### src/hdl/core_pkg.sv
`default_nettype none

package core_pkg;

  // basic data and address word
  typedef logic [31:0] word_t;

  // architectural register index
  typedef logic [4:0] reg_idx_t;

  // major opcodes, instr[6:0]
  // only the subset the core runs
  typedef enum logic [6:0] {
    OP     = 7'b0110011,
    OP_IMM = 7'b0010011,
    LUI    = 7'b0110111,
    LOAD   = 7'b0000011,
    STORE  = 7'b0100011,
    BRANCH = 7'b1100011,
    SYSTEM = 7'b1110011
  } opcode_t;

  // alu functions
  // pass forwards operand b, used by lui
  typedef enum logic [2:0] {
    ALU_ADD,
    ALU_SUB,
    ALU_AND,
    ALU_OR,
    ALU_XOR,
    ALU_PASS
  } alu_op_t;

  // fetch to execute pipeline register
  typedef struct packed {
    // instruction present
    logic  valid;
    // raw instruction word
    word_t instr;
    // address it was fetched from
    word_t pc;
  } fetch_exec_t;

endpackage

`default_nettype wire
### src/hdl/reg_file.sv
`default_nettype none

module reg_file import core_pkg::*; (
  input  logic     CLK,
  input  logic     nRST,
  input  reg_idx_t rs1_idx,
  input  reg_idx_t rs2_idx,
  output word_t    rs1_data,
  output word_t    rs2_data,
  input  logic     we,
  input  reg_idx_t waddr,
  input  word_t    wdata
);

  word_t regs [32];

  // write on the edge
  // x0 never written, stays at its reset value
  always_ff @(posedge CLK, negedge nRST) begin
    if (!nRST) begin
      for (int i = 0; i < 32; i++)
        regs[i] <= '0;
    end else if (we && (waddr != 5'd0)) begin
      regs[waddr] <= wdata;
    end
  end

  // asynchronous reads
  assign rs1_data = regs[rs1_idx];
  assign rs2_data = regs[rs2_idx];

endmodule

`default_nettype wire

### config.mk
export PLATFORM = sky130hd
export DESIGN_NAME = reg_file
export DESIGN_NICKNAME = d
export VERILOG_FILES = /design/src/hdl/core_pkg.sv /design/src/hdl/reg_file.sv
export SDC_FILE = /design/constraint.sdc
export NUM_CORES = 2
export LEC_CHECK = 0
export BUFFER_PORTS_ARGS = -buffer_cell sky130_fd_sc_hd__buf_2
export CELL_PAD_IN_SITES_DETAIL_PLACEMENT = 1
export CELL_PAD_IN_SITES_GLOBAL_PLACEMENT = 1
export CORE_MARGIN = 2
export CORE_UTILIZATION = 47
export DETAILED_ROUTE_END_ITERATION = 16
export HOLD_SLACK_MARGIN = 0.05
export PLACE_DENSITY_LB_ADDON = 0.1
export SLEW_MARGIN = 20
export SYNTH_ARGS = -nofsm -noshare
export SYNTH_HDL_FRONTEND = slang
export SYNTH_SLANG_ARGS = --single-unit
### constraint.sdc
create_clock -name CLK -period 1.75 [get_ports CLK]
set_input_delay 0.35 -clock CLK [delete_from_list [all_inputs] [get_ports CLK]]
set_output_delay 0.35 -clock CLK [all_outputs]
set_load 0.02 [all_outputs]
==> results_tabular.tex <==
\begin{tabular}{lr}
\hline
Metric & Value \\
\hline
\multicolumn{2}{l}{\textbf{Cells and area}} \\
Layout Nets & 4983 \\
Number of flip-flops under the largest register name & 1024 \\
Final non-filler cell area & 0.0685 sq mm \\
Syn-to-layout area delta & 22.4\% \\
Leading registers by flop count & regs (1024) \\
Layout cell share with drive strength beyond 1 & 40.6\% \\
Register with the highest flop count & regs \\
Finished Core Util & 58.0\% \\
\multicolumn{2}{l}{\textbf{Timing}} \\
Fin Setup TNS & -42.18 ns \\
Final hold violation count & 0 \\
Post-route setup slack & -0.875 ns \\
Pins Over Slew Limit & 0 \\
Final worst-path cycle share & 150\% \\
Transition time of the tightest slew-check pin & 0.696 ns \\
Min Tclk post-route & 2.62 ns \\
Unrepaired setup endpoints after global routing & yes \\
Setup skew after layout & 0 ns \\
Max-Slew Margin vs Limit & 53.4\% \\
Maximum clock rate & 0.381 GHz \\
Setup Viol. Count Final & 64 \\
\multicolumn{2}{l}{\textbf{Global route}} \\
Number of antenna violations at the first check in global routing & 14 \\
Largest net degree at the start of global routing & 102 \\
Overall track demand over capacity in global routing & 32.2\% \\
GR Overflow Total & 0 \\
Number of global-route vias before repair & 43100 \\
First-pass GRT wire length & 293000 um \\
\multicolumn{2}{l}{\textbf{Die}} \\
Horiz. Die Dim & 349 um \\
Core area & 0.118 sq mm \\
Die ar. & 0.122 sq mm \\
Site Rows & 126 \\
Starting Density & 47.4\% \\
Number of primary I/O pins & 114 \\
Height of the chip & 349 um \\
\multicolumn{2}{l}{\textbf{Yosys}} \\
Yosys cell types & 28 \\
Largest cells by area after synthesis & sky130\_fd\_sc\_hd\_\_dfrtp\_1, sky130\_fd\_sc\_hd\_\_mux2\_2, sky130\_fd\_sc\_hd\_\_mux2i\_1 \\
Number of storage elements in the synthesis netlist & 1024 \\
Syn Nets & 4651 \\
Synth area leader & sky130\_fd\_sc\_hd\_\_dfrtp\_1 \\
Number of warnings reported in the yosys synthesis log & 0 \\
Post-synthesis instance area & 0.0559 sq mm \\
Share of the yosys chip area belonging to registers & 45.8\% \\
Top-area cell type share of the netlist area & 45.8\% \\
Post-synthesis average cell area & 12.2 sq um \\
Number of instances in the synthesized netlist & 4601 \\
\multicolumn{2}{l}{\textbf{Clock tree}} \\
Cell at the root of the clock tree & sky130\_fd\_sc\_hd\_\_clkbuf\_16 \\
Clock Pin Slew Worst Setup and Hold Paths & 0.06 ns \\
CTS sink cnt & 1024 \\
CTS tree & done \\
Number of buffers between clock root and the deepest sink & 3 \\
Total CTS buffers & 117 \\
Clock latency on the worst-skew pair & 0.71 ns \\
Number of H-tree levels & 3 \\
\multicolumn{2}{l}{\textbf{Hold path}} \\
Hold crit path type & in -> async \\
\multicolumn{2}{l}{\textbf{Job}} \\
Maximum capacitance violations & 0 \\
\multicolumn{2}{l}{\textbf{Routing}} \\
Routed met1 length & 89600 um \\
Total met3 wirelength after detailed routing & 8910 um \\
Routed len/inst & 30.3 um \\
Final antenna-violating net count & 0 \\
Average vias per placed instance & 6.19 \\
Overall via count from detail\_route & 40700 \\
First-pass iteration count of the detailed router & 5 \\
Iteration-0 DRC count of the detailed router & 2953 \\
Detailed-route wire length & 199000 um \\
Met2 Routed Length & 92900 um \\
Drc violations & 0 \\
Highest metal used & met4 \\
\multicolumn{2}{l}{\textbf{Worst setup path}} \\
WP data required & 1.40 ns \\
Maximum fanout along the worst path & 3 \\
Crit end category & primary output \\
Crit path launch type & register \\
Data arrival time of the critical path & 2.27 ns \\
Path type of the worst setup path & reg -> out \\
\multicolumn{2}{l}{\textbf{Placed design}} \\
Instance area at placement & 0.0630 sq mm \\
Buffers on Ports & 113 \\
DP Wirelength & 133000 um \\
Final weighted congestion of routability-driven global placement & 0.836 \\
\multicolumn{2}{l}{\textbf{Power and ir drop}} \\
Power per cell area & 1060 mW/mm\^{}2 \\
Worst IR drop on VDD & 829 uV \\
Static Leak & 32.6 nW \\
\multicolumn{2}{l}{\textbf{Status}} \\
Status & complete, but fails checks \\
Violated checks & negative setup slack \\
\hline
\end{tabular}
## area by class of cell
cell class	instances	area [sq um]
Fill cell	11600	49600
Clock buffer	172	3440
Tap cell	1536	1920
Multi-Input combinational cell	3104	29200
Timing Repair Buffer	686	7900
Sequential cell	1024	25600
Clock inverter	38	377
Antenna cell	7	17.5
## through the flow
stage	power, mW	setup slack, ns	hold slack [ns]	cells
after floorplan	41.3	-0.0487	0.0544	4601
after global routing	75.5	-0.960	0.114	6565
after global placement	46.2	-0.838	0.265	6329
final	72.4	-0.875	0.143	6567
after detailed placement	47.0	-0.841	0.264	6329
after CTS	72.5	-0.914	0.102	6528
## cell usage in the layout (no fill, tap or decap), drive strengths merged, types with 128 or more instances in the layout
master and instances:
mux2 992, dfrtp 1024, a22oi 192, buf 681, mux2i 1024, a22o 128, a21oi 192, nand2 210
nand3 194, clkbuf 176
## what timing repair did
item	in CTS	in global routing
hold buffers	1	0
endpoints found under the hold margin	377	0
cloned	0	4
resized for setup	261	42
endpoints found under the setup margin	64	64
buffers inserted	7	30
pin swaps	132	110
## cells by family (layout without fill, tap and decap cells)
family | Yosys count | in the layout | share of synthesized area [%]
multiplexers | 2016 | 2016 | 38.3
flip-flops | 1024 | 1024 | 45.8
AO/OA/AOI/OAI | 576 | 576 | 7.01
AND/OR/NAND/NOR | 512 | 512 | 4.39
buffers and inverters | 473 | 896 | 4.50
other | 0 | 7 | 0
## per-layer routing
layer  vias to the layer above  GRT usage [%]
li1                      17600              -
met1                     21700           44.8
met2                      1020           51.7
met3                       356           4.23
met4                         0           11.0
met5                         -              0
## cell usage after synthesis
library cell and count:
sky130_fd_sc_hd__mux2_2 953, sky130_fd_sc_hd__nand3b_1 4, sky130_fd_sc_hd__a31oi_1 64, sky130_fd_sc_hd__nor3b_1 1, sky130_fd_sc_hd__buf_6 48, sky130_fd_sc_hd__a22oi_1 192, sky130_fd_sc_hd__dfrtp_1 1024, sky130_fd_sc_hd__and2_1 2
sky130_fd_sc_hd__and3b_1 1, sky130_fd_sc_hd__mux2_1 39, sky130_fd_sc_hd__nor3b_2 3, sky130_fd_sc_hd__mux2i_1 1024, sky130_fd_sc_hd__buf_2 111, sky130_fd_sc_hd__clkbuf_1 224, sky130_fd_sc_hd__nand3_1 194, sky130_fd_sc_hd__buf_4 64
sky130_fd_sc_hd__or2_2 3, sky130_fd_sc_hd__a22o_1 128, sky130_fd_sc_hd__nand2b_1 4, sky130_fd_sc_hd__buf_1 26, sky130_fd_sc_hd__nor3_1 65, sky130_fd_sc_hd__nor2b_1 4, sky130_fd_sc_hd__or3b_4 1, sky130_fd_sc_hd__nor2_4 16
sky130_fd_sc_hd__nand2_1 210, sky130_fd_sc_hd__and3_1 1, sky130_fd_sc_hd__nor2_1 3, sky130_fd_sc_hd__a21oi_1 192
## final timing paths
kind / slack (ns) / cells after the start / to / from
worst max-delay path: -0.87 / 6 / rs2_data[10] / regs[938]
worst min-delay path: 0.14 / 2 / regs[992] / nRST
worst min register to register: 0.40 / 0 / regs[1013] / regs[1013]
max in group asynchronous: 0.67 / 3 / regs[335] / nRST
min in group CLK: 0.27 / 2 / regs[698] / wdata[26]
worst max register to register: 0.72 / 3 / regs[915] / regs[915]
## worst max-delay path: stages, from the launching register on
cell	delay, ns
sky130_fd_sc_hd__dfrtp_1	0.40
sky130_fd_sc_hd__mux2i_1	0.20
sky130_fd_sc_hd__a22o_1	0.21
sky130_fd_sc_hd__nor3_2	0.05
sky130_fd_sc_hd__a31oi_1	0.22
sky130_fd_sc_hd__nand3_2	0.26
sky130_fd_sc_hd__buf_6	0.22
## report_power, final
group / leakage, nW / switching, mW / total [mW] / internal, mW
Sequential: 13.1 / 3.65 / 31.9 / 28.2
Combinational: 17.5 / 7.56 / 15.9 / 8.31
Clock: 1.89 / 10.2 / 24.7 / 14.5
Total: 32.6 / 21.4 / 72.4 / 51.0
Note: power is estimated with default switching activity, not from simulation.
