## src/hdl/bus_pkg.sv

```systemverilog
`default_nettype none

package bus_pkg;

  // generic bus request
  // held stable by the requester while busy is high
  typedef struct packed {
    logic [31:0] addr;
    logic [31:0] wdata;
    logic        ren;
    logic        wen;
  } bus_req_t;

  // generic bus response
  // rdata valid in the cycle busy is low
  typedef struct packed {
    logic [31:0] rdata;
    logic        busy;
  } bus_rsp_t;

  // memory controller ownership
  typedef enum logic [1:0] {
    MC_IDLE,
    MC_INSTR,
    MC_DATA
  } mc_state_t;

endpackage

`default_nettype wire

```

## src/hdl/core_pkg.sv

```systemverilog
`default_nettype none

package core_pkg;

  // basic data and address word
  typedef logic [31:0] word_t;

  // architectural register index
  typedef logic [4:0] reg_idx_t;

  // major opcodes, instr[6:0]
  // only the subset the core runs
  typedef enum logic [6:0] {
    OP     = 7'b0110011,
    OP_IMM = 7'b0010011,
    LUI    = 7'b0110111,
    LOAD   = 7'b0000011,
    STORE  = 7'b0100011,
    BRANCH = 7'b1100011,
    SYSTEM = 7'b1110011
  } opcode_t;

  // alu functions
  // pass forwards operand b, used by lui
  typedef enum logic [2:0] {
    ALU_ADD,
    ALU_SUB,
    ALU_AND,
    ALU_OR,
    ALU_XOR,
    ALU_PASS
  } alu_op_t;

  // fetch to execute pipeline register
  typedef struct packed {
    // instruction present
    logic  valid;
    // raw instruction word
    word_t instr;
    // address it was fetched from
    word_t pc;
  } fetch_exec_t;

endpackage

`default_nettype wire
```

## src/hdl/fetch_stage.sv

```systemverilog
`default_nettype none

module fetch_stage import core_pkg::*, bus_pkg::*; #(
  parameter word_t RESET_PC = '0
) (
  input  logic        CLK,
  input  logic        nRST,
  input  logic        halt,
  input  logic        stall,
  input  logic        redirect,
  input  word_t       redirect_pc,
  output bus_req_t    ibus_req,
  input  bus_rsp_t    ibus_rsp,
  output fetch_exec_t fetch_exec
);

  // address of the open or next read
  word_t pc;
  // read issued but not yet completed
  logic  open;
  // open read belongs to the wrong path
  logic  discard;
  word_t tgt_q;

  logic  fe_valid;
  word_t fe_instr;
  word_t fe_pc;

  logic  ecall_held;
  logic  start;
  logic  complete;

  // no fetch beyond an ecall sitting in execute
  assign ecall_held = fe_valid && (opcode_t'(fe_instr[6:0]) == SYSTEM);

  // new read only when execute will accept the result
  assign start    = !halt && !stall && !redirect && !ecall_held;
  assign complete = ibus_req.ren && !ibus_rsp.busy;

  always_comb begin
    ibus_req       = '0;
    ibus_req.addr  = pc;
    ibus_req.ren   = open || start;
  end

  always_ff @(posedge CLK, negedge nRST) begin
    if (!nRST) begin
      pc       <= RESET_PC;
      open     <= 1'b0;
      discard  <= 1'b0;
      fe_valid <= 1'b0;
    end else begin
      open <= ibus_req.ren && ibus_rsp.busy;
      if (complete) begin
        discard  <= 1'b0;
        // wrong-path word is dropped here
        fe_valid <= !discard && !redirect;
        if (discard)
          pc <= tgt_q;
        else if (redirect)
          pc <= redirect_pc;
        else
          pc <= pc + 32'd4;
      end else begin
        if (!stall)
          fe_valid <= 1'b0;
        if (redirect) begin
          // read still open, keep its address until done
          if (ibus_req.ren)
            discard <= 1'b1;
          else
            pc <= redirect_pc;
        end
      end
    end
  end

  always_ff @(posedge CLK) begin
    if (redirect)
      tgt_q <= redirect_pc;
    if (complete) begin
      fe_instr <= ibus_rsp.rdata;
      fe_pc    <= pc;
    end
  end

  assign fetch_exec = '{valid: fe_valid, instr: fe_instr, pc: fe_pc};

  // a new word never lands on an instruction execute still holds
  a_no_overwrite: assert property (@(posedge CLK) disable iff (!nRST)
    complete |-> !(fe_valid && stall));

endmodule

`default_nettype wire

```

## config.mk

```make
export PLATFORM = sky130hd
export DESIGN_NAME = fetch_stage
export DESIGN_NICKNAME = d
export VERILOG_FILES = /design/src/hdl/bus_pkg.sv /design/src/hdl/core_pkg.sv /design/src/hdl/fetch_stage.sv
export SDC_FILE = /design/constraint.sdc
export NUM_CORES = 1
export LEC_CHECK = 0
export ABC_AREA = 1
export BUFFER_PORTS_ARGS = -buffer_cell sky130_fd_sc_hd__buf_2
export CAP_MARGIN = 25
export CORE_ASPECT_RATIO = 1.4
export CORE_MARGIN = 4
export CORE_UTILIZATION = 25
export CTS_BUF_LIST = sky130_fd_sc_hd__clkbuf_8
export CTS_CLUSTER_SIZE = 12
export DETAILED_ROUTE_END_ITERATION = 8
export GPL_ROUTABILITY_DRIVEN = 0
export PLACE_DENSITY = 0.47
export SKIP_LAST_GASP = 1
export SYNTH_ARGS = -nofsm -noshare
export SYNTH_HDL_FRONTEND = slang
export SYNTH_SLANG_ARGS = --single-unit
```

## constraint.sdc

```tcl
create_clock -name CLK -period 2.6 [get_ports CLK]
set_input_delay 0.26 -clock CLK [delete_from_list [all_inputs] [get_ports CLK]]
set_output_delay 0.26 -clock CLK [all_outputs]
set_load 0.02 [all_outputs]
```

==> qor.yml, run 1 <==
logic_synthesis:
  synth.distinct_cells: 33
  yosysTopAreaCell: "edfxtp_1"
  ys.flop_type: "edfxtp_1"
  ys_async_sr_fraction_pct: 26.72
  synth_edf_count: 96
  ys_seq_area_share_pct: 57.49
  synth.ff_latch_count: 131
  ys.warnings.count: 0
  synthCells: 736
  syn_area_per_cell_sq_um: 8.883
  syn-cell-area_sq_um: 6538
  synth_top_area_share_pct: 44.10
  ys_top_cells_by_area: "edfxtp_1, nand2_1, dfrtp_1"
timing:
  fin_skew_ns: 0.01618
  finalCritPeriodShare_pct: 71.18
  fin_ws_ns: 0.7493
  rsz0062_at_grt: "false"
  hold_slack_ns: 0.03848
  hold_viol: 0
  maxSlewViolCount: 0
  setup_viol: 0
  clock.fmax_mhz: 540.3
  finalCriticalPeriod_ns: 1.851
  tns_ns: 0
  slew_headroom_pct: 54.80
  worstMarginPinSlew_ns: 0.6781
clock_tree:
  cts_buffers: 17
  cts_sinks: 131
  cts_tree: "built"
  clk_latency_ns: 0.45
  cts_hold_buf: 63
  htreeDepth: 4
  cts_resized: 0
  cts_setup_buffers: 0
  clk_pin_slew_ns: 0.08
  clock_path_buffers: 2
  cts-root-buf: "clkbuf_8"
pwr:
  power.leakage_uw: 0.003860
  seqPwrFrac_pct: 47.5
  pwr-share-clk_pct: 33.2
  p_per_area_nw_per_um2: 648.2
  power_switching_uw: 1746
  intPower_uw: 3836
  power_frac_comb_pct: 19.3
  p_sw_share_pct: 31.27
  ir_drop_mv: 0.2894
floorplan:
  die_w_um: 144.7
  fp-row-count: 69
  die_area_sq_um: 28840
  initial_core_util_pct: 25.58
  pin_count: 201
  die_height_um: 199.3
  coreArea_sq_um: 25550
routing:
  drt-total-wl_um: 19740
  dr.pass1.iters: 4
  vias_per_cell: 4.320
  drc: 0
  dr.first_iter.drc_count: 369
  vias: 5612
  wire_per_inst_um: 15.20
  ant_nets: 0
place:
  port_buffers: 167
  dp_slack_ns: 0.7671
  dp_hpwl_um: 13280
final_layout:
  multi_input_area_sq_um: 2290
  final_nets: 1036
  drive_gt1_share_pct: 22.80
  area_growth_pct: 31.73
  seq_area_sq_um: 3759
  fill_cells: 2687
critical_path:
  critPathArrivalTime_ns: 2.18
  path_class: "reg -> reg"
  setup.worst_path.end_class: "flip-flop"
  startpoint_type: "flip-flop"
  cp.required_ns: 2.93
  path_max_fanout: 8
hold_path:
  hp-class: "in -> reg"
global_route:
  grt_max_degree: 95
  grt_pass1_vias: 5462
  antenna_found_initial: 1
  grt_pass1_wl_um: 30190
  grt_remaining_overflow: 0
  grt.total_usage_pct: 13.66
outcome:
  status: "completed"
job:
  max-cap-violations: 0
## per-layer routing
layer	routed length, um	vias up	GRT usage, %
li1	-	2801	-
met1	8316	2623	16.21
met2	10050	169	23.95
met3	1059	19	3.471
met4	317	0	4.494
met5	0	-	0
## final timing paths
| kind | from | end | cells past startpoint | slack (ns) |
|---|---|---|---|---|
| min in group asynchronous | nRST | open | 2 | 0.26 |
| setup / recovery | pc[3] | pc[20] | 10 | 0.75 |
| hold / removal | redirect_pc[10] | tgt_q[10] | 1 | 0.04 |
| hold reg to reg | pc[1] | fe_pc[1] | 0 | 0.50 |
| setup reg to reg | pc[3] | pc[20] | 10 | 0.75 |
| max in group asynchronous | nRST | pc[24] | 3 | 1.84 |
## Yosys cell counts, types with 7 or more instances
master and number:
nand2_1 248, edfxtp_1 96, nor2_1 86, nand3_1 76, inv_1 50, buf_4 38
dfrtp_1 35, o21ai_0 32, nand4_1 12, buf_2 11, nor2_2 8, clkbuf_1 7
## metrics by stage
step	std cells	power [uW]	utilization (%)	instance area [sq um]
3_5_place_dp	1201	3710	29.53	7547
4_1_cts	1296	5681	33.60	8587
2_1_floorplan	768	3327	-	6658
3_3_place_gp	1201	3704	29.53	7547
5_1_grt	1298	5906	33.69	8610
6_report	1299	5582	33.70	8612
## cell type report
type	count	area share [%]
diodes	2	0.05811
clock buffers	17	2.717
clock inverters	15	2.034
inverters	51	2.223
multi-input cells	525	26.59
flip-flops and latches	131	43.64
well taps	319	4.635
repair buffers	239	18.10
## layout by cell type (no fill, tap or decap), types with 3 or more instances in the layout
cell / Yosys / final
inv_1: 50 / 54
nand2_1: 248 / 248
buf_2: 11 / 167
nor2_2: 8 / 8
buf_4: 38 / 7
clkbuf_8: 1 / 17
o21ai_1: 3 / 3
dfrtp_1: 35 / 35
bufinv_16: 0 / 4
clkinv_2: 0 / 3
conb_1: 1 / 33
xor2_1: 3 / 3
o21ai_0: 32 / 32
nor2_1: 86 / 86
nand4_1: 12 / 12
nand3_1: 76 / 76
nand2_2: 3 / 3
edfxtp_1: 96 / 96
nand2_4: 3 / 3
dlygate4sd3_1: 0 / 63
## logic make-up (layout without fill, tap and decap cells)
| kind of cell | count (synthesis) | after routing | synth area share (%) |
|---|---|---|---|
| adder cells (fa/ha/maj) | 1 | 1 | 0.1914 |
| AO/OA/AOI/OAI | 44 | 44 | 3.751 |
| other | 1 | 35 | 0.05736 |
| buffers and inverters | 112 | 322 | 9.320 |
| XOR/XNOR | 3 | 3 | 0.4020 |
| AND/OR/NAND/NOR | 444 | 444 | 28.78 |
| flip-flops | 131 | 131 | 57.49 |
## power groups by stage
stage          sequential (uW)  clock (uW)  combinational (uW)
2_1_floorplan             2790           0                 541
3_3_place_gp              2700           0                1000
3_5_place_dp              2700           0                1010
4_1_cts                   2660        1930                1090
5_1_grt                   2690        2020                1200
6_report                  2650        1850                1080
## registers in the layout, summed over array words and instances (netlist names)
name,count
discard,1
fe_instr,32
fe_pc,32
fe_valid,1
open,1
pc,32
tgt_q,32
## critical path, cell delays in order, from the launching register on
cell     delay (ns)
dfrtp_1        0.46
ha_1           0.25
nand2_1        0.11
nor2_4         0.22
nand2_2        0.13
nor2_4         0.19
nand3_1        0.09
nand2_1        0.07
nand3_1        0.07
nand2_1        0.10
nand2_1        0.05
(Power assumes the default switching activity.)
==> inputs of run 2 (changes only) <==
--- a/config.mk
+++ b/config.mk
@@ -15,7 +15,7 @@
 export CTS_CLUSTER_SIZE = 12
 export DETAILED_ROUTE_END_ITERATION = 8
 export GPL_ROUTABILITY_DRIVEN = 0
-export PLACE_DENSITY = 0.47
+export PLACE_DENSITY = 0.48
 export SKIP_LAST_GASP = 1
 export SYNTH_ARGS = -nofsm -noshare
 export SYNTH_HDL_FRONTEND = slang
==> constraint.sdc (replaced) <==
create_clock -name CLK -period 1.7 [get_ports CLK]
set_input_delay 0.17 -clock CLK [delete_from_list [all_inputs] [get_ports CLK]]
set_output_delay 0.17 -clock CLK [all_outputs]
set_load 0.02 [all_outputs]
==> run 2 against run 1 <==
  * Power rose by 62%
  * Clock-buffer cell count did not move
  * Clock power rose by 62%
  * Global-route usage rose by 0.84 points
  * Sequential share of layout area fell by 3.3 points
  * Highest routed layer is now met5
  * Worst hold slack improved by 0.16 ns
  * Sequential power rose by 50%
==> qor.yml, run 2 (same netlist as run 1, synthesis figures left out) <==
global_route:
  grt.total_usage_pct: 14.50  # was 13.66%
  antenna_found_initial: 1  # unchanged
  grt_pass1_vias: 6000  # was 5,462
  grt_max_degree: 57  # was 95
  grt_remaining_overflow: 0  # unchanged
  grt_pass1_wl_um: 31800  # was 30,190 um
outcome:
  status: "completed"  # unchanged
pwr:
  power.leakage_uw: 0.004250  # was 0.003860 uW
  ir_drop_mv: 0.4642  # was 0.2894 mV
  total_power_uw: 9048  # was 5582 uW
  p_per_area_nw_per_um2: 970.4  # was 648.2 nW/um^2
critical_path:
  cp.required_ns: 1.53  # was 2.93 ns
  setup.worst_path.start: "fe_instr[3]"  # was pc[3]
  path_max_fanout: 3  # was 8
  r2r_slack_ns: 0.10  # was 0.75 ns
  regToRegStartpoint: "pc[9]"  # was pc[3]
  worstReg2RegEnd: "pc[22]"  # was pc[20]
  path_class: "reg -> out"  # was reg -> reg
  critical_path.cell_chain: "inv_1 > nand2_1 > nor2_1 > nand2_1 > nand2_2 > nand2_4 > buf_6"  # was ha_1 > nand2_1 > nor2_4 > nand2_2 > nor2_4 > nand3_1 > nand2_1 > nand3_1 > nand2_1 > nand2_1
  crit_end: "ibus_req[1]"  # was pc[20]
  setup.worst_path.end_class: "primary output"  # was flip-flop
  critPathArrivalTime_ns: 1.46  # was 2.18 ns
  cp_slowest_cell: "edfxtp_1"  # was dfrtp_1
  crit_path_frequent_cell: "nand2_1"  # unchanged
  cpPeakStageDelay_ns: 0.40  # was 0.46 ns
  startpoint_type: "flip-flop"  # unchanged
  reg2regPathDepth: 10  # unchanged
clock_tree:
  clock_path_buffers: 2  # unchanged
  clk_pin_slew_ns: 0.08  # about the same
  htreeDepth: 4  # unchanged
  cts_sinks: 131  # unchanged
  cts_tree: "built"  # unchanged
  clk_latency_ns: 0.46  # was 0.45 ns
  cts-root-buf: "clkbuf_8"  # unchanged
  cts_buffers: 17  # unchanged
floorplan:
  coreArea_sq_um: 25550  # unchanged
  initial_core_util_pct: 25.58  # unchanged
  pin_count: 201  # unchanged
  fp-row-count: 69  # unchanged
  die_w_um: 144.7  # unchanged
  die_height_um: 199.3  # unchanged
  die_area_sq_um: 28840  # unchanged
final_layout:
  final_cell_count_no_fill: 1359  # was 1,299
  layout_common_cells: "nand2_1, buf_2, edfxtp_1"  # unchanged
  fill_cells: 2644  # was 2,687
  finish.utilization_pct: 36.49  # was 33.70%
  area_growth_pct: 42.62  # was 31.73%
  final_nets: 1098  # was 1,036
  antenna_cells: 0  # was 2
  fin_area_sq_um: 9324  # was 8612 sq um
  multi_input_area_sq_um: 2330  # was 2290 sq um
  seq_area_sq_um: 3761  # was 3759 sq um
  drive_gt1_share_pct: 27.69  # was 22.80%
  final_common_cell: "nand2_1"  # unchanged
place:
  port_buffers: 167  # unchanged
  dp_hpwl_um: 14820  # was 13,280 um
  placed_area_sq_um: 8010  # was 7547 sq um
  placedCellCount: 1251  # was 1,201
timing:
  setup_viol: 0  # unchanged
  rsz0062_at_grt: "true"  # was false
  maxSlewViolCount: 0  # unchanged
  finalCritPeriodShare_pct: 95.84
  fin_skew_ns: 0.01529  # was 0.01618 ns
  clock.fmax_mhz: 613.8
  hold_viol: 0  # unchanged
  tns_ns: 0  # unchanged
  finalCriticalPeriod_ns: 1.629
routing:
  vias_per_cell: 4.349  # was 4.320
  dr.first_iter.drc_count: 286  # was 369
  dr.pass1.iters: 5  # was 4
  wire_per_inst_um: 15.64  # was 15.20 um
  vias: 5910  # was 5,612
  drt-total-wl_um: 21260  # was 19,740 um
  ant_nets: 0  # unchanged
  drc: 0  # unchanged
job:
  max-cap-violations: 0  # unchanged
hold_path:
  hp-class: "in -> async"  # was in -> reg
run 2: timing repair:
action | CTS | global route
gates cloned | 0 | 5
endpoints found under the setup margin | 2 | 32
buffers inserted | 0 | 4
endpoints found under the hold margin | 93 | 0
resized for setup | 3 | 17
hold buffers | 67 | 0
run 2: power breakdown:
group | switching [uW] | total (uW) | internal (uW)
Combinational | 1270 | 2080 | 807
Sequential | 221 | 3970 | 3750
Clock | 1280 | 3000 | 1710
run 2: worst min path at each step:
stage                     endpoint  slack [ns]  cells past startpoint
after floorplan            discard       -0.13                      0
after global placement      pc[25]        0.15                      1
after detailed placement    pc[25]        0.15                      1
after CTS                     open        0.12                      6
after global routing          open        0.19                      6
final                       pc[25]        0.20                      2
run 2: area by class of cell:
class / instances / area share [%]
Sequential cell: 131 / 40.34
Multi-Input combinational cell: 525 / 24.99
Timing Repair Buffer: 301 / 23.60
Tap cell: 319 / 4.281
Clock buffer: 17 / 2.509
Clock inverter: 15 / 2.147
Inverter: 51 / 2.134
run 2: metal layers:
metal | up-vias | share of wire, % | GRT usage, %
li1 | 2922 | - | -
met1 | 2766 | 40 | 16.17
met2 | 188 | 52 | 26.47
met3 | 32 | 5.8 | 3.447
met4 | 2 | 2.3 | 5.392
met5 | - | 0.033 | 0
run 2: stage by stage:
stage | worst slack, ns | hold slack, ns
global placement | 0.03449 | 0.1478
CTS | 0.02125 | 0.1207
finish | 0.07078 | 0.1981
global route | -0.09301 | 0.1926
detailed placement | 0.002740 | 0.1503
floorplan | 0.03396 | -0.1256
run 2: worst max-delay path, delay by kind of cell (launching register included):
family                 cells  cell delay [ns]
and+or+nand+nor            5             0.39
DFF                        1             0.40
buffers and inverters      2             0.21
