[src/hdl/bus_pkg.sv]
`default_nettype none

package bus_pkg;

  // generic bus request
  // held stable by the requester while busy is high
  typedef struct packed {
    logic [31:0] addr;
    logic [31:0] wdata;
    logic        ren;
    logic        wen;
  } bus_req_t;

  // generic bus response
  // rdata valid in the cycle busy is low
  typedef struct packed {
    logic [31:0] rdata;
    logic        busy;
  } bus_rsp_t;

  // memory controller ownership
  typedef enum logic [1:0] {
    MC_IDLE,
    MC_INSTR,
    MC_DATA
  } mc_state_t;

endpackage

`default_nettype wire

[src/hdl/memory_controller.sv]
`default_nettype none

module memory_controller import bus_pkg::*; (
  input  logic     CLK,
  input  logic     nRST,
  input  bus_req_t ibus_req,
  output bus_rsp_t ibus_rsp,
  input  bus_req_t dbus_req,
  output bus_rsp_t dbus_rsp,
  output bus_req_t bus_req,
  input  bus_rsp_t bus_rsp
);

  // registered owner, held across busy cycles
  mc_state_t state;
  // owner in the current cycle
  mc_state_t sel;

  logic i_act;
  logic d_act;

  assign i_act = ibus_req.ren || ibus_req.wen;
  assign d_act = dbus_req.ren || dbus_req.wen;

  // arbitration from idle, data first
  always_comb begin
    sel = state;
    if (state == MC_IDLE) begin
      if (d_act)
        sel = MC_DATA;
      else if (i_act)
        sel = MC_INSTR;
    end
  end

  // forward the owner's request
  always_comb begin
    case (sel)
      MC_DATA:  bus_req = dbus_req;
      MC_INSTR: bus_req = ibus_req;
      default:  bus_req = '0;
    endcase
  end

  // read data goes to both, only the owner sees busy low
  always_comb begin
    ibus_rsp.rdata = bus_rsp.rdata;
    dbus_rsp.rdata = bus_rsp.rdata;
    ibus_rsp.busy  = (sel == MC_INSTR) ? bus_rsp.busy : 1'b1;
    dbus_rsp.busy  = (sel == MC_DATA) ? bus_rsp.busy : 1'b1;
  end

  // keep ownership until the completing cycle
  always_ff @(posedge CLK, negedge nRST) begin
    if (!nRST)
      state <= MC_IDLE;
    else if ((sel != MC_IDLE) && bus_rsp.busy)
      state <= sel;
    else
      state <= MC_IDLE;
  end

  // the owner keeps its request up and unchanged through busy
  a_req_hold: assert property (@(posedge CLK) disable iff (!nRST)
    (sel != MC_IDLE) && bus_rsp.busy |=> $stable(bus_req));

  // an instruction read that lost to data stays pending
  a_wait_pending: assert property (@(posedge CLK) disable iff (!nRST)
    (sel == MC_DATA) && i_act |=> i_act);

endmodule

`default_nettype wire

[config.mk]
export PLATFORM = sky130hd
export DESIGN_NAME = memory_controller
export DESIGN_NICKNAME = d
export VERILOG_FILES = /design/src/hdl/bus_pkg.sv /design/src/hdl/memory_controller.sv
export SDC_FILE = /design/constraint.sdc
export NUM_CORES = 1
export LEC_CHECK = 0
export BUFFER_PORTS_ARGS = -buffer_cell sky130_fd_sc_hd__buf_2
export CAP_MARGIN = 20
export CORE_AREA = 3 3 116 118
export DETAILED_ROUTE_END_ITERATION = 6
export DIE_AREA = 0 0 119 121
export PLACE_DENSITY = 0.55
export SLEW_MARGIN = 10
export SYNTH_ARGS = -nofsm -noshare
export SYNTH_HDL_FRONTEND = slang
export SYNTH_SLANG_ARGS = --single-unit
[constraint.sdc]
create_clock -name CLK -period 3 [get_ports CLK]
set_input_delay 0.45 -clock CLK [delete_from_list [all_inputs] [get_ports CLK]]
set_output_delay 0.45 -clock CLK [all_outputs]
set_load 0.03 [all_outputs]
==> impl_metrics.sql, run 1 <==
INSERT INTO impl_metrics (metric_group, metric, value, unit) VALUES
('synth', 'mappedNetlistArea', '0.00152', 'sq mm'),
('sta', 'period_minus_slack', '2.58', 'ns'),
('floorplanning', 'die_h', '121', 'microns'),
('routing', 'drc', '0', ''),
('synth', 'synth.most_common_cell', 'buf_4', ''),
('setup_path', 'required', '2.55', 'ns'),
('setup_path', 'critical_path.reg2reg.startpoint', 'state[1]', ''),
('clock_tree', 'cts_buf_count', '3', ''),
('synth', 'synth_top_area_share', '35.7', '%'),
('floorplanning', 'initial_utilization', '12.1', '%'),
('cells_and_area', 'num-fill-cells', '1453', ''),
('sta', 'max_transition_viols_final', '0', ''),
('global_routing', 'grt_remaining_overflow', '0', ''),
('synth', 'synth.net_count', '407', ''),
('floorplanning', 'floorplan.die_area', '0.0144', 'sq mm'),
('clock_tree', 'cts_setup_buffers', '0', ''),
('routing', 'detailroute.via_count', '2052', ''),
('synth', 'yosysUniqueCellTypes', '16', ''),
('setup_path', 'cp-end-kind', 'output pin', ''),
('clock_tree', 'htree_levels', '1', ''),
('place', 'dp_hpwl', '5.56', 'mm'),
('routing', 'post_drt_wl_per_cell', '12.7', 'microns'),
('sta', 'timing.max_slew.rel_slack', '74.8', '%'),
('global_routing', 'antenna_found_initial', '0', ''),
('clock_tree', 'worst_setup_hold_path_clk_slew', '0.03', 'ns'),
('routing', 'vias_per_cell', '3.84', ''),
('cells_and_area', 'largestRegisters', 'state: 2 flops', ''),
('sta', 'rsz0062_at_grt', 'false', ''),
('clock_tree', 'root_buffer', 'clkbuf_16', ''),
('floorplanning', 'fp-row-count', '41', ''),
('sta', 'transition_at_the_pin_with_the_smallest_max_transition_slack', '0.378', 'ns'),
('global_routing', 'grt_first_pass_wirelength', '9.47', 'mm'),
('synth', 'synth_largest_area_cell', 'buf_4', ''),
('clock_tree', 'holdBufCountCts', '0', ''),
('synth', 'synth_warnings', '0', ''),
('synth', 'synth_commonest_cells', 'buf_4, nor2_1, a22oi_1', ''),
('place', 'gpl.final_weighted_congestion', '0.792', ''),
('setup_path', 'crit_type', 'input port to output pin', ''),
('synth', 'top_area_cells_in_the_synthesized_netlist', 'buf_4, a22oi_1, nor2_1', ''),
('routing', 'ant_nets', '0', ''),
('place', 'portBuffers', '202', ''),
('global_routing', 'overall_global_routing_usage', '7.89', '%'),
('synth', 'primary_flip_flop_cell_chosen_by_synthesis_mapping', 'dfrtp_1', ''),
('status', 'result_of_the_run', 'completed', ''),
('global_routing', 'grt_start_max_net_pins', '39', ''),
('setup_path', 'max_stage_delay', '0.33', 'ns'),
('synth', 'ys_seq_area_share', '3.30', '%'),
('sta', 'maxClockFrequency', '387', 'MHz'),
('setup_path', 'reg2reg_depth', '3', ''),
('cells_and_area', 'area_growth', '50.2', '%'),
('cells_and_area', 'nets', '535', ''),
('global_routing', 'first_global_vias', '1847', ''),
('setup_path', 'signal_arrival_time_at_the_worst_endpoint', '2.13', 'ns'),
('sta', 'fin_setup_tns', '0', 'ns'),
('sta', 'hold_slack', '0.00824', 'ns'),
('routing', 'route.final.wire_length', '6.82', 'mm'),
('setup_path', 'cp_slowest_cell', 'buf_4', ''),
('routing', 'drt_first_pass_iters', '4', ''),
('setup_path', 'setup.worst_path.start_class', 'input port', ''),
('clock_tree', 'cts_resized', '0', ''),
('floorplanning', 'core_area', '0.0126', 'sq mm'),
('job', 'total_of_max_cap_violations', '0', ''),
('sta', 'skew', '0.00249', 'ns'),
('synth', 'fraction_of_registers_with_async_set_or_reset_after_synthesis', '100', '%'),
('floorplanning', 'ioPinCount', '299', ''),
('setup_path', 'critical_path.cell_chain', 'buf_2 -> or2_1 -> o31ai_1 -> ha_2 -> buf_4 -> a22oi_1 -> nor2_1 -> buf_2', ''),
('cells_and_area', 'antennaDiodeCount', '0', ''),
('clock_tree', 'cts_tree', 'yes', ''),
('sta', 'finalSetupViolCount', '0', ''),
('floorplanning', 'die_width', '119', 'microns'),
('clock_tree', 'insertion_delay', '0.22', 'ns');
[worst max path at each step]
stage	start	endpoint	slack, ns
after floorplan	dbus_req[0]	bus_req[22]	0.61
after global placement	dbus_req[0]	bus_req[39]	0.43
after detailed placement	dbus_req[0]	bus_req[1]	0.40
after CTS	dbus_req[0]	bus_req[1]	0.40
after global routing	dbus_req[0]	bus_req[1]	0.28
final	dbus_req[0]	bus_req[32]	0.42
[critical path: cells and delay by family]
kind	cells	cell delay, ns
simple gates	2	0.37
buf+inv	3	0.64
compound gates	2	0.42
fa+ha+maj	1	0.22
[power by group]
| part | leakage, nW | switching [W] | total [W] | internal, W |
|---|---|---|---|---|
| logic | 1.27 | 0.000560 | 0.000820 | 0.000260 |
| clock network | 0.0370 | 0.0000293 | 0.000199 | 0.000169 |
| registers | 0.0261 | 0.00000278 | 0.0000325 | 0.0000298 |
[through the flow]
stage	worst slack [ns]	cell area, sq um	util, %	std cells
finish	0.419	2280	18.1	535
global placement	0.432	2200	17.5	532
global route	0.282	2280	18.1	535
detailed placement	0.400	2200	17.5	532
floorplan	0.610	1520	-	237
CTS	0.397	2280	18.1	535
[cells in the final DEF (no fill, tap or decap)]
master / n
ha_2: 2
o31a_1: 1
clkbuf_16: 3
a211oi_1: 1
inv_1: 3
o41ai_1: 1
a22oi_1: 66
nand2_1: 4
dfrtp_1: 2
o31ai_1: 1
ha_1: 1
a21oi_1: 1
buf_2: 202
buf_12: 1
nor2_1: 67
o21bai_1: 1
or2_1: 1
buf_4: 5
[per-layer routing]
layer | vias up | track usage (%) | part of all wire, %
met2 | 117 | 15.3 | 54
met1 | 892 | 8.72 | 36
met4 | 0 | 2.17 | 1.8
met3 | 22 | 1.40 | 8.7
met5 | - | 0 | 0
li1 | 1021 | - | -
[logic make-up (layout without fill, tap and decap cells)]
| kind of cell | count (synthesis) | after routing | share of synthesized area [%] |
|---|---|---|---|
| fa+ha+maj | 3 | 3 | 2.48 |
| flops | 2 | 2 | 3.30 |
| buf+inv | 88 | 214 | 40.5 |
| simple gates | 72 | 72 | 18.0 |
| compound gates | 72 | 72 | 35.7 |
[area by class of cell]
class | instances | area [sq um] | share of cell area [%]
repair buffers | 208 | 1070 | 46.9
clock buffers | 3 | 75.1 | 3.30
multi-input cells | 147 | 856 | 37.6
flip-flops and latches | 2 | 50.0 | 2.20
inverters | 3 | 11.3 | 0.495
well taps | 172 | 215 | 9.46
No activity file was read; power rests on OpenSTA's default activity.
==> run 2, diff against run 1 <==
Settings changed: HOLD_SLACK_MARGIN set to 0.15.
==> run 2 against run 1 <==
Effect of this change: first-iteration DRC count grew 3.9%; clock power is essentially flat; fmax down 0.39%; sequential share of layout area about the same; sequential power about the same; combinational power barely moved; highest routed layer unchanged.
==> impl_metrics.sql, run 2 (same netlist as run 1, synthesis figures left out) <==
INSERT INTO impl_metrics (metric_group, metric, value, unit) VALUES
('status', 'result_of_the_run', 'completed', ''),
('cells_and_area', 'antennaDiodeCount', '0', ''),
('cells_and_area', 'area_growth', '50.9', '%'),
('setup_path', 'reg2reg_depth', '3', ''),
('global_routing', 'grt_remaining_overflow', '0', ''),
('floorplanning', 'die_width', '119', 'microns'),
('floorplanning', 'floorplan.die_area', '0.0144', 'sq mm'),
('global_routing', 'grt_first_pass_wirelength', '9.47', 'mm'),
('routing', 'detailedRoute.firstIterationViolations', '80', ''),
('routing', 'drc', '0', ''),
('power', 'total_leakage_power', '1.34', 'nW'),
('cells_and_area', 'nets', '536', ''),
('cells_and_area', 'largestRegisters', 'state: 2 flops', ''),
('setup_path', 'required', '2.55', 'ns'),
('worst_hold_path', 'worstHoldPathType', 'input port to flip-flop', ''),
('setup_path', 'worstReg2RegEnd', 'state[1]', ''),
('setup_path', 'critical_path.startpoint', 'dbus_req[0]', ''),
('sta', 'fin_setup_tns', '0', 'ns'),
('place', 'postPlaceCellArea', '0.00220', 'sq mm'),
('place', 'placement.setup.worst_slack', '0.400', 'ns'),
('routing', 'post_drt_wl_per_cell', '12.7', 'microns'),
('routing', 'detailroute.via_count', '2057', ''),
('setup_path', 'crit_fanout', '34', ''),
('sta', 'period_minus_slack', '2.59', 'ns'),
('sta', 'timing.max_slew.rel_slack', '75.0', '%'),
('power', 'vdd_ir_drop_max', '380', 'uV'),
('setup_path', 'cp-end-kind', 'output pin', ''),
('cells_and_area', 'num-fill-cells', '1452', ''),
('clock_tree', 'insertion_delay', '0.22', 'ns'),
('setup_path', 'signal_arrival_time_at_the_worst_endpoint', '2.14', 'ns'),
('setup_path', 'crit_type', 'input port to output pin', ''),
('sta', 'skew', '0.00249', 'ns'),
('cells_and_area', 'mostFrequentLayoutCells', 'buf_2, nor2_1, a22oi_1', ''),
('setup_path', 'setup.worst_path.start_class', 'input port', ''),
('clock_tree', 'cts_resized', '0', ''),
('sta', 'max_transition_viols_final', '0', ''),
('sta', 'rsz0062_at_grt', 'false', ''),
('cells_and_area', 'final_common_cell', 'buf_2', ''),
('clock_tree', 'worst_setup_hold_path_clk_slew', '0.03', 'ns'),
('place', 'portBuffers', '202', ''),
('routing', 'vias_per_cell', '3.84', ''),
('sta', 'worst_slack', '0.409', 'ns'),
('clock_tree', 'cts_tree', 'yes', ''),
('setup_path', 'r2r_slack', '1.74', 'ns'),
('global_routing', 'grt_start_max_net_pins', '39', ''),
('setup_path', 'critical_path.reg2reg.startpoint', 'state[1]', ''),
('floorplanning', 'fp-row-count', '41', ''),
('global_routing', 'overall_global_routing_usage', '7.89', '%'),
('clock_tree', 'clock_path_buffers', '2', ''),
('power', 'powerDensity', '460', 'mW/mm^2'),
('routing', 'drt_first_pass_iters', '4', ''),
('floorplanning', 'die_h', '121', 'microns'),
('sta', 'finalSetupViolCount', '0', ''),
('floorplanning', 'core_area', '0.0126', 'sq mm'),
('floorplanning', 'initial_utilization', '12.1', '%'),
('sta', 'maxClockFrequency', '386', 'MHz'),
('cells_and_area', 'largest_reg_flops', '2', ''),
('global_routing', 'antenna_found_initial', '0', ''),
('place', 'gpl.final_weighted_congestion', '0.792', ''),
('routing', 'route.final.wire_length', '6.80', 'mm'),
('routing', 'ant_nets', '0', ''),
('clock_tree', 'root_buffer', 'clkbuf_16', ''),
('clock_tree', 'cts_buf_count', '3', ''),
('job', 'total_of_max_cap_violations', '0', ''),
('cells_and_area', 'largest-register', 'state', ''),
('floorplanning', 'ioPinCount', '299', ''),
('global_routing', 'first_global_vias', '1847', ''),
('clock_tree', 'cts.sink_count', '2', ''),
('worst_hold_path', 'hp_start', 'bus_rsp[0]', ''),
('place', 'dp_hpwl', '5.56', 'mm'),
('cells_and_area', 'layout.cell_area.non_filler', '0.00229', 'sq mm'),
('clock_tree', 'htree_levels', '1', ''),
('cells_and_area', 'final_core_utilization', '18.2', '%'),
('worst_hold_path', 'min_to', 'state[0]', ''),
('sta', 'transition_at_the_pin_with_the_smallest_max_transition_slack', '0.374', 'ns'),
('sta', 'final-hold-violation-count', '0', ''),
('worst_hold_path', 'hold_path_depth', '3', ''),
('sta', 'final.period_utilization', '86.4', '%'),
('cells_and_area', 'post_route_cells_drive_above_1_share', '58.5', '%');
[run 2: cell types whose count changed in the layout (fill, tap and decap cells not counted), sizes merged]
| cell | change |
|---|---|
| dlygate4sd3 | +1 |
[run 2: layer usage]
metal	vias to the layer above	track usage, %	routed length [microns]	share of wire [%]
met4	0	2.17	121	1.8
met1	897	8.72	2440	36
met2	115	15.3	3670	54
met3	22	1.40	571	8.4
met5	-	0	0	0
li1	1023	-	-	-
[run 2: critical path: stages]
cell and delay [ns]:
buf_2 0.11, or2_1 0.27, o31ai_1 0.25, ha_2 0.22
buf_4 0.32, a22oi_1 0.18, nor2_1 0.10, buf_2 0.20
[run 2: power breakdown]
part           switching [W]  internal, W  total [W]  leakage (nW)
clock network      0.0000293     0.000169   0.000199        0.0370
registers         0.00000282    0.0000298  0.0000326        0.0261
logic               0.000560     0.000261   0.000821          1.28
[run 2: what timing repair did]
| item | CTS | global route |
|---|---|---|
| hold buffers | 1 | 0 |
| hold endpoints to repair | 2 | 0 |
| setup buffers | 0 | 0 |
[run 2: worst max-delay path by stage]
stage             endpoint  slack [ns]
6_report       bus_req[32]        0.41
5_1_grt         bus_req[1]        0.28
4_1_cts         bus_req[1]        0.40
3_5_place_dp    bus_req[1]        0.40
3_3_place_gp   bus_req[39]        0.43
2_1_floorplan  bus_req[22]        0.61
[run 2: layout make-up]
cell class              count  area, sq um  area share, %
multi-input cells         147          856           37.4
flip-flops and latches      2         50.0           2.19
well taps                 172          215           9.41
inverters                   3         11.3          0.493
repair buffers            209         1080           47.2
clock buffers               3         75.1           3.28
[run 2: stage by stage]
stage                     power (W)  hold WS (ns)  cells
after CTS                   0.00107         0.463    536
after global placement     0.000862         0.239    532
after floorplan            0.000747         0.154    237
after detailed placement   0.000861         0.237    532
final                       0.00105         0.460    536
after global routing        0.00113         0.478    536
==> run 3, diff against run 2 <==
Settings changed: RECOVER_POWER set to 50.
==> run 3 against run 2 <==
Effect of this change: count of clock-buffer cells in the layout unchanged; sequential share of layout area about the same; core utilization about the same; routed wire length about the same; largest cell class unchanged; largest power group unchanged; highest routed layer unchanged.
==> impl_metrics.sql, run 3 (same netlist as run 1, synthesis figures left out) <==
INSERT INTO impl_metrics (metric_group, metric, value, unit) VALUES
('floorplanning', 'ioPinCount', '299', ''),
('cells_and_area', 'mostFrequentLayoutCells', 'buf_2, nor2_1, a22oi_1', ''),
('setup_path', 'critPathTopFamily', 'buffers and inverters', ''),
('floorplanning', 'die_width', '119', 'microns'),
('routing', 'drc', '0', ''),
('sta', 'hold_slack', '0.458', 'ns'),
('cells_and_area', 'area_growth', '50.7', '%'),
('global_routing', 'overall_global_routing_usage', '7.89', '%'),
('setup_path', 'required', '2.55', 'ns'),
('cells_and_area', 'final_core_utilization', '18.2', '%'),
('sta', 'timing.max_slew.rel_slack', '74.8', '%'),
('setup_path', 'r2r_slack', '1.74', 'ns'),
('worst_hold_path', 'hold_path_depth', '3', ''),
('sta', 'period_minus_slack', '2.60', 'ns'),
('sta', 'skew', '0.00249', 'ns'),
('floorplanning', 'fp-row-count', '41', ''),
('worst_hold_path', 'hp_start', 'bus_rsp[0]', ''),
('setup_path', 'critPathBufInv', '3', ''),
('clock_tree', 'clock_path_buffers', '2', ''),
('cells_and_area', 'largest-register', 'state', ''),
('setup_path', 'critical_path.cell_chain', 'clkbuf_1 -> or2_0 -> o31ai_1 -> ha_2 -> buf_4 -> a22oi_1 -> nor2_1 -> buf_2', ''),
('place', 'dp_hpwl', '5.56', 'mm'),
('routing', 'ant_nets', '0', ''),
('setup_path', 'signal_arrival_time_at_the_worst_endpoint', '2.15', 'ns'),
('floorplanning', 'die_h', '121', 'microns'),
('setup_path', 'reg2reg_depth', '3', ''),
('cells_and_area', 'largest_reg_flops', '2', ''),
('setup_path', 'worstReg2RegEnd', 'state[1]', ''),
('sta', 'rsz0062_at_grt', 'false', ''),
('sta', 'final-hold-violation-count', '0', ''),
('sta', 'maxClockFrequency', '385', 'MHz'),
('global_routing', 'grt_remaining_overflow', '0', ''),
('clock_tree', 'htree_levels', '1', ''),
('cells_and_area', 'largestRegisters', 'state: 2 flops', ''),
('floorplanning', 'core_area', '0.0126', 'sq mm'),
('floorplanning', 'floorplan.die_area', '0.0144', 'sq mm'),
('cells_and_area', 'finalNonFillerCells', '536', ''),
('routing', 'vias_per_cell', '3.85', ''),
('global_routing', 'first_global_vias', '1847', ''),
('cells_and_area', 'final_common_cell', 'buf_2', ''),
('job', 'total_of_max_cap_violations', '0', ''),
('setup_path', 'crit_type', 'input port to output pin', ''),
('clock_tree', 'root_buffer', 'clkbuf_16', ''),
('setup_path', 'setup.worst_path.start_class', 'input port', ''),
('routing', 'post_drt_wl_per_cell', '12.7', 'microns'),
('global_routing', 'grt_start_max_net_pins', '39', ''),
('power', 'powerDensity', '461', 'mW/mm^2'),
('place', 'gpl.final_weighted_congestion', '0.792', ''),
('clock_tree', 'insertion_delay', '0.22', 'ns'),
('sta', 'fin_setup_tns', '0', 'ns'),
('clock_tree', 'cts_resized', '0', ''),
('cells_and_area', 'area.sequential', '50.0', 'sq um'),
('setup_path', 'crit_fanout', '34', ''),
('setup_path', 'max_stage_delay', '0.32', 'ns'),
('routing', 'detailedRoute.firstIterationViolations', '77', ''),
('place', 'portBuffers', '202', ''),
('sta', 'transition_at_the_pin_with_the_smallest_max_transition_slack', '0.378', 'ns'),
('sta', 'finalSetupViolCount', '0', ''),
('global_routing', 'antenna_found_initial', '0', ''),
('clock_tree', 'cts_tree', 'yes', ''),
('clock_tree', 'cts_buf_count', '3', ''),
('routing', 'route.final.wire_length', '6.80', 'mm'),
('worst_hold_path', 'worstHoldPathType', 'input port to flip-flop', ''),
('status', 'result_of_the_run', 'completed', ''),
('clock_tree', 'cts.sink_count', '2', ''),
('cells_and_area', 'antennaDiodeCount', '0', ''),
('routing', 'drt_first_pass_iters', '4', ''),
('clock_tree', 'worst_setup_hold_path_clk_slew', '0.03', 'ns'),
('cells_and_area', 'nets', '536', ''),
('setup_path', 'critical_path.reg2reg.startpoint', 'state[1]', ''),
('sta', 'final.period_utilization', '86.6', '%'),
('routing', 'detailroute.via_count', '2064', ''),
('power', 'vdd_ir_drop_max', '379', 'uV'),
('cells_and_area', 'multi_input_gate_area', '856', 'sq um'),
('clock_tree', 'cts_setup_buffers', '0', ''),
('cells_and_area', 'num-fill-cells', '1454', ''),
('power', 'total_leakage_power', '1.33', 'nW'),
('cells_and_area', 'post_route_cells_drive_above_1_share', '58.0', '%'),
('worst_hold_path', 'min_to', 'state[0]', ''),
('global_routing', 'grt_first_pass_wirelength', '9.47', 'mm'),
('setup_path', 'cp_slowest_cell', 'buf_4', ''),
('floorplanning', 'initial_utilization', '12.1', '%'),
('setup_path', 'cp-end-kind', 'output pin', ''),
('sta', 'max_transition_viols_final', '0', ''),
('place', 'place.detailed.instances', '532', '');
## run 3: stage by stage
step / worst slack (ns) / power [W] / cell area, sq um
2_1_floorplan: 0.610 / 0.000747 / 1520
3_3_place_gp: 0.432 / 0.000862 / 2200
3_5_place_dp: 0.400 / 0.000861 / 2200
4_1_cts: 0.397 / 0.00107 / 2290
5_1_grt: 0.264 / 0.00113 / 2280
6_report: 0.401 / 0.00105 / 2280
## run 3: how the worst max path moves through the flow
stage	start	to	slack [ns]	depth (start not counted)
floorplan	dbus_req[0]	bus_req[22]	0.61	6
finish	dbus_req[0]	bus_req[32]	0.40	8
global placement	dbus_req[0]	bus_req[39]	0.43	8
detailed placement	dbus_req[0]	bus_req[1]	0.40	8
global route	dbus_req[0]	bus_req[1]	0.26	8
CTS	dbus_req[0]	bus_req[1]	0.40	8
## run 3: report_power, final
| part | internal, W | switching, W | total (W) | leakage (nW) |
|---|---|---|---|---|
| logic | 0.000261 | 0.000560 | 0.000821 | 1.27 |
| registers | 0.0000298 | 0.00000279 | 0.0000325 | 0.0261 |
| clock network | 0.000169 | 0.0000293 | 0.000199 | 0.0370 |
## run 3: timing repair
action	CTS	global route
hold buffers	1	0
setup endpoints to repair	0	0
endpoints found under the hold margin	2	0
## run 3: cell type report
type,instances,share of cell area [%]
clock buffer,3,3.29
timing repair buffer,209,47.1
sequential,2,2.19
inverter,3,0.493
tap,172,9.42
multi-input combinational,147,37.5
## run 3: metal layers
layer  track usage, %  wire length (microns)  up-vias  part of all wire [%]
met5                0                      0        -                     0
met4             2.17                    121        0                   1.8
met3             1.40                    564       22                   8.3
met1             8.72                   2450      900                    36
met2             15.3                   3670      119                    54
li1                 -                      -     1023                     -
## run 3: tightest hold or removal path, stage by stage
cell     delay (ns)
buf_2          0.08
nand2_1        0.04
o41ai_1        0.06
